[config.mk]
export PLATFORM = sky130hd
export DESIGN_NAME = core
export DESIGN_NICKNAME = d
export VERILOG_FILES = /design/src/core_pkg.sv /design/src/core.sv /design/src/bus_arbiter.sv /design/src/pipeline_control.sv /design/src/stage_memory.sv /design/src/stage_execute.sv /design/src/stage_decode.sv /design/src/stage_fetch.sv
export SDC_FILE = /design/constraint.sdc
export NUM_CORES = 2
export LEC_CHECK = 0
export BUFFER_PORTS_ARGS = -buffer_cell sky130_fd_sc_hd__buf_2
export CAP_MARGIN = 10
export CORE_ASPECT_RATIO = 0.8
export CORE_MARGIN = 3
export CORE_UTILIZATION = 46
export CTS_CLUSTER_SIZE = 25
export DETAILED_ROUTE_END_ITERATION = 8
export GPL_TIMING_DRIVEN = 0
export HOLD_SLACK_MARGIN = 0.05
export PLACE_DENSITY = 0.58
export SKIP_CTS_REPAIR_TIMING = 1
export SLEW_MARGIN = 20
export SYNTH_ARGS = -nofsm -noshare
export SYNTH_HDL_FRONTEND = slang
export SYNTH_SLANG_ARGS = --single-unit
[constraint.sdc]
create_clock -name clk -period 26.6 [get_ports clk]
set_input_delay 5.32 -clock clk [delete_from_list [all_inputs] [get_ports clk]]
set_output_delay 5.32 -clock clk [all_outputs]
set_load 0.03 [all_outputs]
[src/core_pkg.sv]
`default_nettype none

package core_pkg;

    localparam int xlen = 32;
    localparam logic [xlen-1:0] reset_pc = '0;

    localparam logic [5:0] op_rtype = 6'h00;
    localparam logic [5:0] op_addi  = 6'h08;
    localparam logic [5:0] op_lw    = 6'h23;
    localparam logic [5:0] op_sw    = 6'h2b;
    localparam logic [5:0] op_beq   = 6'h04;

    localparam logic [5:0] fn_add = 6'h20;
    localparam logic [5:0] fn_sub = 6'h22;
    localparam logic [5:0] fn_and = 6'h24;
    localparam logic [5:0] fn_or  = 6'h25;
    localparam logic [5:0] fn_slt = 6'h2a;

    typedef struct packed {
        logic [5:0] op;
        logic [4:0] rs;
        logic [4:0] rt;
        logic [4:0] rd;
        logic [4:0] shamt;
        logic [5:0] funct;
    } r_fields_t;

    typedef struct packed {
        logic [5:0]  op;
        logic [4:0]  rs;
        logic [4:0]  rt;
        logic [15:0] imm;
    } i_fields_t;

    // one fetched word, split as register or immediate format
    typedef union packed {
        r_fields_t r_fields;
        i_fields_t i_fields;
    } instr_t;

    typedef enum logic [2:0] {
        alu_add,
        alu_sub,
        alu_and,
        alu_or,
        alu_slt
    } alu_op_t;

    typedef struct packed {
        alu_op_t alu_op;
        logic    use_imm;
        logic    mem_read;
        logic    mem_write;
        logic    branch;
        logic    write_reg;
    } ctrl_t;

    typedef struct packed {
        logic            valid;
        logic [xlen-1:0] pc_add4;
        ctrl_t           ctrl;
        logic [4:0]      rs;
        logic [4:0]      rt;
        logic [4:0]      dest;
        logic [xlen-1:0] rs_data;
        logic [xlen-1:0] rt_data;
        logic [xlen-1:0] imm;
    } id_ex_t;

    typedef struct packed {
        logic            valid;
        ctrl_t           ctrl;
        logic [4:0]      dest;
        logic [xlen-1:0] alu_result;
        logic [xlen-1:0] store_data;
    } ex_mem_t;

    typedef struct packed {
        logic            valid;
        logic            write_reg;
        logic [4:0]      dest;
        logic [xlen-1:0] data;
    } wb_t;

    typedef enum logic [1:0] {
        fwd_reg,
        fwd_mem,
        fwd_wb
    } fwd_sel_t;

    typedef struct packed {
        logic            cyc;
        logic            stb;
        logic            we;
        logic [xlen-1:0] adr;
        logic [xlen-1:0] dat_w;
    } wb_req_t;

    typedef struct packed {
        logic            ack;
        logic [xlen-1:0] dat_r;
    } wb_rsp_t;

endpackage

`default_nettype wire
[src/core.sv]
`timescale 1ns/1ps
`default_nettype none

module core import core_pkg::*; (
    input  logic    clk,
    input  logic    reset,
    output wb_req_t bus_req,
    input  wb_rsp_t bus_rsp
);

    wb_req_t         ins_req;
    wb_rsp_t         ins_rsp;
    wb_req_t         data_req;
    wb_rsp_t         data_rsp;
    instr_t          instruction;
    logic [xlen-1:0] pc_add4;
    logic            fetch_valid;
    logic            fetch_busy;
    logic            data_busy;
    id_ex_t          decoded;
    ex_mem_t         executed;
    wb_t             wb;
    logic [4:0]      rs;
    logic [4:0]      rt;
    fwd_sel_t        fwd_a;
    fwd_sel_t        fwd_b;
    logic            stall_front;
    logic            bubble;
    logic            freeze;
    logic            flush;
    logic            branch_taken;
    logic [xlen-1:0] branch_target;
    logic [xlen-1:0] mem_result;

    stage_fetch unit_fetch (
        .clk(clk), .reset(reset),
        .stall(stall_front), .redirect(flush), .target(branch_target), .flush(flush),
        .bus_req(ins_req), .bus_rsp(ins_rsp),
        .instruction(instruction), .pc_add4(pc_add4), .valid(fetch_valid),
        .busy(fetch_busy)
    );

    stage_decode unit_decode (
        .clk(clk), .reset(reset),
        .stall(stall_front), .bubble(bubble), .flush(flush), .freeze(freeze),
        .instruction(instruction), .pc_add4(pc_add4), .valid(fetch_valid),
        .wb(wb), .decoded(decoded), .rs(rs), .rt(rt)
    );

    stage_execute unit_execute (
        .clk(clk), .reset(reset), .freeze(freeze),
        .decoded(decoded), .fwd_a(fwd_a), .fwd_b(fwd_b),
        .mem_result(mem_result), .wb_result(wb.data),
        .branch_taken(branch_taken), .branch_target(branch_target),
        .executed(executed)
    );

    stage_memory unit_memory (
        .clk(clk), .reset(reset), .freeze(freeze),
        .executed(executed), .bus_req(data_req), .bus_rsp(data_rsp),
        .busy(data_busy), .mem_result(mem_result), .wb(wb)
    );

    pipeline_control unit_control (
        .id_ex(decoded), .ex_mem(executed), .wb(wb), .rs(rs), .rt(rt),
        .fetch_busy(fetch_busy), .data_busy(data_busy), .branch_taken(branch_taken),
        .fwd_a(fwd_a), .fwd_b(fwd_b),
        .stall_front(stall_front), .bubble(bubble), .freeze(freeze), .flush(flush)
    );

    bus_arbiter unit_arbiter (
        .clk(clk), .reset(reset),
        .ins_req(ins_req), .ins_rsp(ins_rsp),
        .data_req(data_req), .data_rsp(data_rsp),
        .bus_req(bus_req), .bus_rsp(bus_rsp)
    );

endmodule

`default_nettype wire

[src/bus_arbiter.sv]
`timescale 1ns/1ps
`default_nettype none

module bus_arbiter import core_pkg::*; (
    input  logic    clk,
    input  logic    reset,
    input  wb_req_t ins_req,
    output wb_rsp_t ins_rsp,
    input  wb_req_t data_req,
    output wb_rsp_t data_rsp,
    output wb_req_t bus_req,
    input  wb_rsp_t bus_rsp
);

    logic locked;
    logic owner_data;
    logic grant_data;

    // data side first, unless a transfer is already under way
    assign grant_data = locked ? owner_data : data_req.cyc;

    assign bus_req = grant_data ? data_req : ins_req;

    always_comb begin
        ins_rsp.dat_r  = bus_rsp.dat_r;
        data_rsp.dat_r = bus_rsp.dat_r;
        ins_rsp.ack    = bus_rsp.ack && !grant_data;
        data_rsp.ack   = bus_rsp.ack && grant_data;
    end

    always_ff @(posedge clk) begin
        if (reset) begin
            locked     <= 1'b0;
            owner_data <= 1'b0;
        end else if (bus_rsp.ack) begin
            locked <= 1'b0;
        end else if (bus_req.stb && !locked) begin
            locked     <= 1'b1;
            owner_data <= grant_data;
        end
    end

    assert property (@(posedge clk) disable iff (reset)
        (ins_rsp.ack |-> ins_req.stb) and (data_rsp.ack |-> data_req.stb));

    assert property (@(posedge clk) disable iff (reset)
        bus_req.stb |-> bus_req.cyc);

endmodule

`default_nettype wire

[src/pipeline_control.sv]
`timescale 1ns/1ps
`default_nettype none

module pipeline_control import core_pkg::*; (
    input  id_ex_t     id_ex,
    input  ex_mem_t    ex_mem,
    input  wb_t        wb,
    input  logic [4:0] rs,
    input  logic [4:0] rt,
    input  logic       fetch_busy,
    input  logic       data_busy,
    input  logic       branch_taken,
    output fwd_sel_t   fwd_a,
    output fwd_sel_t   fwd_b,
    output logic       stall_front,
    output logic       bubble,
    output logic       freeze,
    output logic       flush
);

    logic mem_writes;
    logic wb_writes;
    logic load_use;

    assign mem_writes = ex_mem.valid && ex_mem.ctrl.write_reg && (ex_mem.dest != 5'd0);
    assign wb_writes  = wb.valid && wb.write_reg && (wb.dest != 5'd0);

    // the younger result wins
    assign fwd_a = (mem_writes && ex_mem.dest == id_ex.rs) ? fwd_mem :
                   (wb_writes && wb.dest == id_ex.rs)      ? fwd_wb  : fwd_reg;
    assign fwd_b = (mem_writes && ex_mem.dest == id_ex.rt) ? fwd_mem :
                   (wb_writes && wb.dest == id_ex.rt)      ? fwd_wb  : fwd_reg;

    // load data is only ready from the write-back slot
    assign load_use = id_ex.valid && id_ex.ctrl.mem_read && (id_ex.dest != 5'd0) &&
                      (id_ex.dest == rs || id_ex.dest == rt);

    assign freeze      = fetch_busy || data_busy;
    assign stall_front = freeze || load_use;
    assign bubble      = load_use && !freeze;
    assign flush       = branch_taken && !freeze;

endmodule

`default_nettype wire

[src/stage_memory.sv]
`timescale 1ns/1ps
`default_nettype none

module stage_memory import core_pkg::*; (
    input  logic            clk,
    input  logic            reset,
    input  logic            freeze,
    input  ex_mem_t         executed,
    output wb_req_t         bus_req,
    input  wb_rsp_t         bus_rsp,
    output logic            busy,
    output logic [xlen-1:0] mem_result,
    output wb_t             wb
);

    logic            mem_access;
    logic            done;
    logic [xlen-1:0] load_word;

    assign mem_access = executed.valid && (executed.ctrl.mem_read || executed.ctrl.mem_write);

    // one transfer per entry, even if the pipe stays frozen after ack
    assign bus_req.cyc   = mem_access && !done;
    assign bus_req.stb   = mem_access && !done;
    assign bus_req.we    = executed.ctrl.mem_write;
    assign bus_req.adr   = executed.alu_result;
    assign bus_req.dat_w = executed.store_data;
    assign busy          = bus_req.stb && !bus_rsp.ack;
    assign mem_result    = executed.alu_result;

    always_ff @(posedge clk) begin
        if (bus_rsp.ack) begin
            load_word <= bus_rsp.dat_r;
        end
    end

    always_ff @(posedge clk) begin
        if (reset) begin
            done     <= 1'b0;
            wb.valid <= 1'b0;
        end else if (freeze) begin
            if (bus_rsp.ack) begin
                done <= 1'b1;
            end
        end else begin
            done         <= 1'b0;
            wb.valid     <= executed.valid;
            wb.write_reg <= executed.ctrl.write_reg;
            wb.dest      <= executed.dest;
            if (!executed.ctrl.mem_read) begin
                wb.data <= executed.alu_result;
            end else if (done) begin
                wb.data <= load_word;
            end else begin
                wb.data <= bus_rsp.dat_r;
            end
        end
    end

    // a write cycle only ever comes from a store
    assert property (@(posedge clk) disable iff (reset)
        bus_req.stb && bus_req.we |-> !executed.ctrl.mem_read && !executed.ctrl.write_reg);

endmodule

`default_nettype wire

[src/stage_execute.sv]
`timescale 1ns/1ps
`default_nettype none

module stage_execute import core_pkg::*; (
    input  logic            clk,
    input  logic            reset,
    input  logic            freeze,
    input  id_ex_t          decoded,
    input  fwd_sel_t        fwd_a,
    input  fwd_sel_t        fwd_b,
    input  logic [xlen-1:0] mem_result,
    input  logic [xlen-1:0] wb_result,
    output logic            branch_taken,
    output logic [xlen-1:0] branch_target,
    output ex_mem_t         executed
);

    logic [xlen-1:0] operand_a;
    logic [xlen-1:0] operand_rt;
    logic [xlen-1:0] operand_b;
    logic [xlen-1:0] alu_result;

    always_comb begin
        case (fwd_a)
            fwd_mem: operand_a = mem_result;
            fwd_wb:  operand_a = wb_result;
            default: operand_a = decoded.rs_data;
        endcase
        case (fwd_b)
            fwd_mem: operand_rt = mem_result;
            fwd_wb:  operand_rt = wb_result;
            default: operand_rt = decoded.rt_data;
        endcase
    end

    assign operand_b = decoded.ctrl.use_imm ? decoded.imm : operand_rt;

    always_comb begin
        case (decoded.ctrl.alu_op)
            alu_sub: alu_result = operand_a - operand_b;
            alu_and: alu_result = operand_a & operand_b;
            alu_or:  alu_result = operand_a | operand_b;
            alu_slt: alu_result = xlen'($signed(operand_a) < $signed(operand_b));
            default: alu_result = operand_a + operand_b;
        endcase
    end

    // beq compares the two register operands
    assign branch_taken  = decoded.valid && decoded.ctrl.branch && (operand_a == operand_rt);
    assign branch_target = decoded.pc_add4 + {decoded.imm[xlen-3:0], 2'b00};

    always_ff @(posedge clk) begin
        if (reset) begin
            executed.valid <= 1'b0;
        end else if (!freeze) begin
            executed.valid      <= decoded.valid;
            executed.ctrl       <= decoded.ctrl;
            executed.dest       <= decoded.dest;
            executed.alu_result <= alu_result;
            executed.store_data <= operand_rt;
        end
    end

endmodule

`default_nettype wire

[src/stage_decode.sv]
`timescale 1ns/1ps
`default_nettype none

module stage_decode import core_pkg::*; (
    input  logic            clk,
    input  logic            reset,
    input  logic            stall,
    input  logic            bubble,
    input  logic            flush,
    input  logic            freeze,
    input  instr_t          instruction,
    input  logic [xlen-1:0] pc_add4,
    input  logic            valid,
    input  wb_t             wb,
    output id_ex_t          decoded,
    output logic [4:0]      rs,
    output logic [4:0]      rt
);

    logic [xlen-1:0] regs [32];
    logic            wb_write;
    logic [xlen-1:0] rs_data;
    logic [xlen-1:0] rt_data;
    ctrl_t           ctrl;
    logic [4:0]      dest;

    assign rs = instruction.r_fields.rs;
    assign rt = instruction.r_fields.rt;

    always_comb begin
        ctrl        = '0;
        ctrl.alu_op = alu_add;
        case (instruction.r_fields.op)
            op_rtype: begin
                ctrl.write_reg = 1'b1;
                case (instruction.r_fields.funct)
                    fn_add:  ctrl.alu_op = alu_add;
                    fn_sub:  ctrl.alu_op = alu_sub;
                    fn_and:  ctrl.alu_op = alu_and;
                    fn_or:   ctrl.alu_op = alu_or;
                    fn_slt:  ctrl.alu_op = alu_slt;
                    default: ctrl.write_reg = 1'b0;
                endcase
            end
            op_addi: begin
                ctrl.use_imm   = 1'b1;
                ctrl.write_reg = 1'b1;
            end
            op_lw: begin
                ctrl.use_imm   = 1'b1;
                ctrl.mem_read  = 1'b1;
                ctrl.write_reg = 1'b1;
            end
            op_sw: begin
                ctrl.use_imm   = 1'b1;
                ctrl.mem_write = 1'b1;
            end
            op_beq: begin
                ctrl.alu_op = alu_sub;
                ctrl.branch = 1'b1;
            end
            default: ctrl = '0;
        endcase
    end

    // rd for register format, rt for everything else
    assign dest = (instruction.r_fields.op == op_rtype) ? instruction.r_fields.rd
                                                        : instruction.i_fields.rt;

    // r0 reads zero and is never written
    assign wb_write = wb.valid && wb.write_reg && (wb.dest != 5'd0);
    assign rs_data  = (rs == 5'd0) ? '0 : (wb_write && wb.dest == rs) ? wb.data : regs[rs];
    assign rt_data  = (rt == 5'd0) ? '0 : (wb_write && wb.dest == rt) ? wb.data : regs[rt];

    always_ff @(posedge clk) begin
        if (wb_write) begin
            regs[wb.dest] <= wb.data;
        end
    end

    always_ff @(posedge clk) begin
        if (reset) begin
            decoded.valid <= 1'b0;
        end else if (!freeze) begin
            decoded.valid   <= valid && !bubble && !flush;
            decoded.pc_add4 <= pc_add4;
            decoded.ctrl    <= ctrl;
            decoded.rs      <= rs;
            decoded.rt      <= rt;
            decoded.dest    <= dest;
            decoded.rs_data <= rs_data;
            decoded.rt_data <= rt_data;
            decoded.imm     <= {{16{instruction.i_fields.imm[15]}}, instruction.i_fields.imm};
        end
    end

    // the fetched word holds while the front end is stalled
    assert property (@(posedge clk) disable iff (reset)
        stall |=> $stable(instruction) && $stable(pc_add4) && $stable(valid));

endmodule

`default_nettype wire

[src/stage_fetch.sv]
`timescale 1ns/1ps
`default_nettype none

module stage_fetch import core_pkg::*; (
    input  logic            clk,
    input  logic            reset,
    input  logic            stall,
    input  logic            redirect,
    input  logic [xlen-1:0] target,
    input  logic            flush,
    output wb_req_t         bus_req,
    input  wb_rsp_t         bus_rsp,
    output instr_t          instruction,
    output logic [xlen-1:0] pc_add4,
    output logic            valid,
    output logic            busy
);

    logic [xlen-1:0] pc;
    logic            started;
    logic            skid_valid;
    instr_t          skid_word;

    // no new read while a returned word is parked
    assign bus_req.cyc   = started && !skid_valid;
    assign bus_req.stb   = started && !skid_valid;
    assign bus_req.we    = 1'b0;
    assign bus_req.adr   = pc;
    assign bus_req.dat_w = '0;
    assign busy          = bus_req.stb && !bus_rsp.ack;

    always_ff @(posedge clk) begin
        if (reset) begin
            pc         <= reset_pc;
            started    <= 1'b0;
            valid      <= 1'b0;
            skid_valid <= 1'b0;
        end else begin
            started <= 1'b1;
            if (redirect) begin
                pc <= target;
            end else if (bus_rsp.ack) begin
                pc <= pc + xlen'(4);
            end
            if (flush) begin
                valid      <= 1'b0;
                skid_valid <= 1'b0;
            end else if (!stall) begin
                if (skid_valid) begin
                    // pc already points past the parked word
                    instruction <= skid_word;
                    pc_add4     <= pc;
                    valid       <= 1'b1;
                    skid_valid  <= 1'b0;
                end else begin
                    instruction <= bus_rsp.dat_r;
                    pc_add4     <= pc + xlen'(4);
                    valid       <= bus_rsp.ack;
                end
            end else if (bus_rsp.ack) begin
                skid_word  <= bus_rsp.dat_r;
                skid_valid <= 1'b1;
            end
        end
    end

    // a redirect never lands while a read is waiting, so the address holds
    assert property (@(posedge clk) disable iff (reset)
        bus_req.stb && !bus_rsp.ack |=> bus_req.stb && $stable(bus_req.adr));

endmodule

`default_nettype wire

==> run_results.csv <==
group,metric,value,unit
pwr,p_per_area,66.05,nW/um^2
clock_tree,numCtsBuffers,149,
min_path,hp-class,"reg -> reg",
worst_setup_path,crit_required,21.28,ns
clock_tree,clkSlewWorstSetupHoldPaths,0.06,ns
routing,remaining_drc_errors,0,
synth,synth-edff-count,1397,
pwr,p_leak,28.20,nW
clock_tree,cts.htree.levels,4,
synth,yosysUniqueCellTypes,92,
global_route,grt_start_max_net_pins,27,
sta,fin_skew,0.04314,ns
worst_setup_path,setup.worst_path.start_class,"register",
place,io_buffers,101,
finish,final_common_cell,"edfxtp_1",
floorplan,rows,129,
place,gp_congestion,0.9752,
worst_setup_path,cp_max_fo,10,
run_status,status,"completed",
routing,first_pass_iters,8,
global_route,grt_pass1_vias,47215,
floorplan,dieArea,163000,um^2
worst_setup_path,endpoint_kind,"output pin",
synth,synth_seq_cells,1438,
routing,dr.first_iter.drc_count,8969,
synth,yosys.area.top_type,"edfxtp_1",
sta,hold_viol,0,
worst_setup_path,worstSetupPathType,"reg -> out",
global_route,track_usage,33.19,%
clock_tree,clock_latency,0.82,ns
synth,avgSynthCellArea,15.28,um^2
sta,rsz0062_at_grt,"false",
routing,drtAntennaViolNets,0,
sta,final_max_slew_viol_count,0,
global_route,grt_first_pass_wirelength,374.6,mm
sta,period_share,36.81,%
finish,fin_nets,5351,
synth,synth-seq-area-share,58.80,%
synth,yosys_warnings,0,
sta,fin_crit,9.791,ns
sta,hold_slack,0.4010,ns
finish,final_cell_mix,"1,397 x edfxtp_1, 550 x mux4_2, 347 x nor2_1, 220 x clkbuf_1, 219 x a21oi_1",
pwr,ir_worst_vdd,0.00006721,V
clock_tree,cts_tree,"done",
finish,drive_gt1_share,25.06,%
synth,synthArstFlopShare,0,%
floorplan,core_area,155900,um^2
synth,yosys-top-cells-area,"edfxtp_1 58%, mux4_2 17%, mux2i_1 2.6%, ha_1 2.2%, nor2_1 2.0%",
clock_tree,clk_path_buf_depth,3,
sta,tightest_slew,1.249,ns
floorplan,io-pin-count,102,
floorplan,die_h,361.7,um
worst_setup_path,arrival,4.47,ns
place,place_ws,17.62,ns
finish,syn_to_final_growth,15.34,%
synth,synth_flop_cell,"edfxtp_1",
finish,fin_util,53.81,%
sta,slew_headroom,16.72,%
sta,fin_tns_setup,0,ns
routing,via_count,49855,
sta,max_clock_freq,102.1,MHz
pwr,power.total,5.542,mW
synth,yosysTopAreaCellShare,57.67,%
routing,detail_route.wl_per_cell,36.80,um
sta,setup_viol,0,
clock_tree,cts_root_buffer,"clkbuf_16",
sta,worst_slack,16.81,ns
synth,syn_inst,4761,
floorplan,initial_utilization,46.65,%
floorplan,die_w,450.6,um
place,hpwlAfterDp,199.4,mm
global_route,antenna_found_initial,17,
routing,wl,272.6,mm
global_route,grt.overflow.total,0,
routing,via_per_inst,6.732,
synth,syn_area,72740,um^2
clock_tree,clock_sinks,1438,
job,drv_cap,0,
path summary, 6_finish.rpt:
| check | slack [ns] | from | cells after the start | end |
|---|---|---|---|---|
| worst max register to register | 18.92 | unit_execute.executed[65] | 20 | unit_execute.executed[62] |
| worst max-delay path | 16.81 | unit_memory.done | 8 | bus_req[55] |
| worst min-delay path | 0.40 | unit_fetch.instruction[9] | 0 | unit_decode.decoded[9] |
| worst min register to register | 0.40 | unit_fetch.instruction[9] | 0 | unit_decode.decoded[9] |
worst max-delay path, cell delays in order (launching register included):
cell	delay [ns]
dfxtp_1	0.29
clkbuf_1	0.26
o41ai_1	0.95
clkbuf_1	0.52
buf_1	0.78
buf_1	0.39
nand2_1	0.11
nand2_1	0.14
buf_2	0.21
per-layer routing:
layer  part of all wire [%]  track usage (%)  up-vias
met1                     41            49.86    25767
met4                    3.3            10.16        4
met2                     41            45.04     3669
met5                  0.012                0        -
li1                       -                -    19930
met3                     15            11.84      485
Yosys cell counts (all sizes together) (54+ instances only):
| cell | number |
|---|---|
| nand3 | 83 |
| xor2 | 58 |
| ha | 126 |
| clkbuf | 228 |
| nand2 | 144 |
| mux2 | 92 |
| mux2i | 190 |
| xnor2 | 96 |
| inv | 151 |
| a21oi | 219 |
| nor2 | 380 |
| o21ai | 153 |
| mux4 | 550 |
| nor3 | 96 |
| a211oi | 93 |
| edfxtp | 1397 |
| buf | 111 |
| o22ai | 54 |
cell families after synthesis:
| group | share of synthesized area [%] |
|---|---|
| buffers and inverters | 2.687 |
| AOI/OAI and AO/OA | 7.532 |
| DFF | 58.80 |
| xor gates and xnor gates | 1.901 |
| and+or+nand+nor | 5.760 |
| adders and majority gates | 2.250 |
| muxes | 21.07 |
| other | 0.005155 |
state kept, by name, summed over array words and instances (netlist names):
| signal | count |
|---|---|
| unit_decode.regs | 1024 |
| unit_decode.decoded | 136 |
| unit_execute.executed | 73 |
| unit_memory.wb | 39 |
| unit_fetch.instruction | 32 |
| unit_fetch.pc | 32 |
| unit_fetch.pc_add4 | 32 |
| unit_fetch.skid_word | 32 |
| unit_memory.load_word | 32 |
| unit_arbiter.locked | 1 |
| unit_arbiter.owner_data | 1 |
| unit_fetch.skid_valid | 1 |
| unit_fetch.started | 1 |
| unit_fetch.valid | 1 |
| unit_memory.done | 1 |
power by group:
part           switching, mW  internal [mW]  leakage (nW)  total (mW)
sequential            0.0820           2.57          13.1        2.65
combinational          0.553          0.307          12.9       0.860
clock                  0.917           1.12          2.23        2.03
total                   1.55           3.99          28.2        5.54
metrics by stage:
stage	area, um^2	std cells
floorplan	72860	4792
global placement	75990	6989
detailed placement	79270	7130
CTS	83850	7398
global route	83890	7402
finish	83900	7406
area by class of cell:
cell class	instances	area [um^2]
Tap cell	2096	2623
Antenna cell	6	15.01
Clock inverter	83	610.6
Buffer	339	1496
Inverter	152	570.5
Clock buffer	185	3969
Sequential cell	1438	42770
Timing Repair Buffer	244	3446
Fill cell	12743	72020
Multi-Input combinational cell	2863	28400
Power figures use the tool's default switching activity.
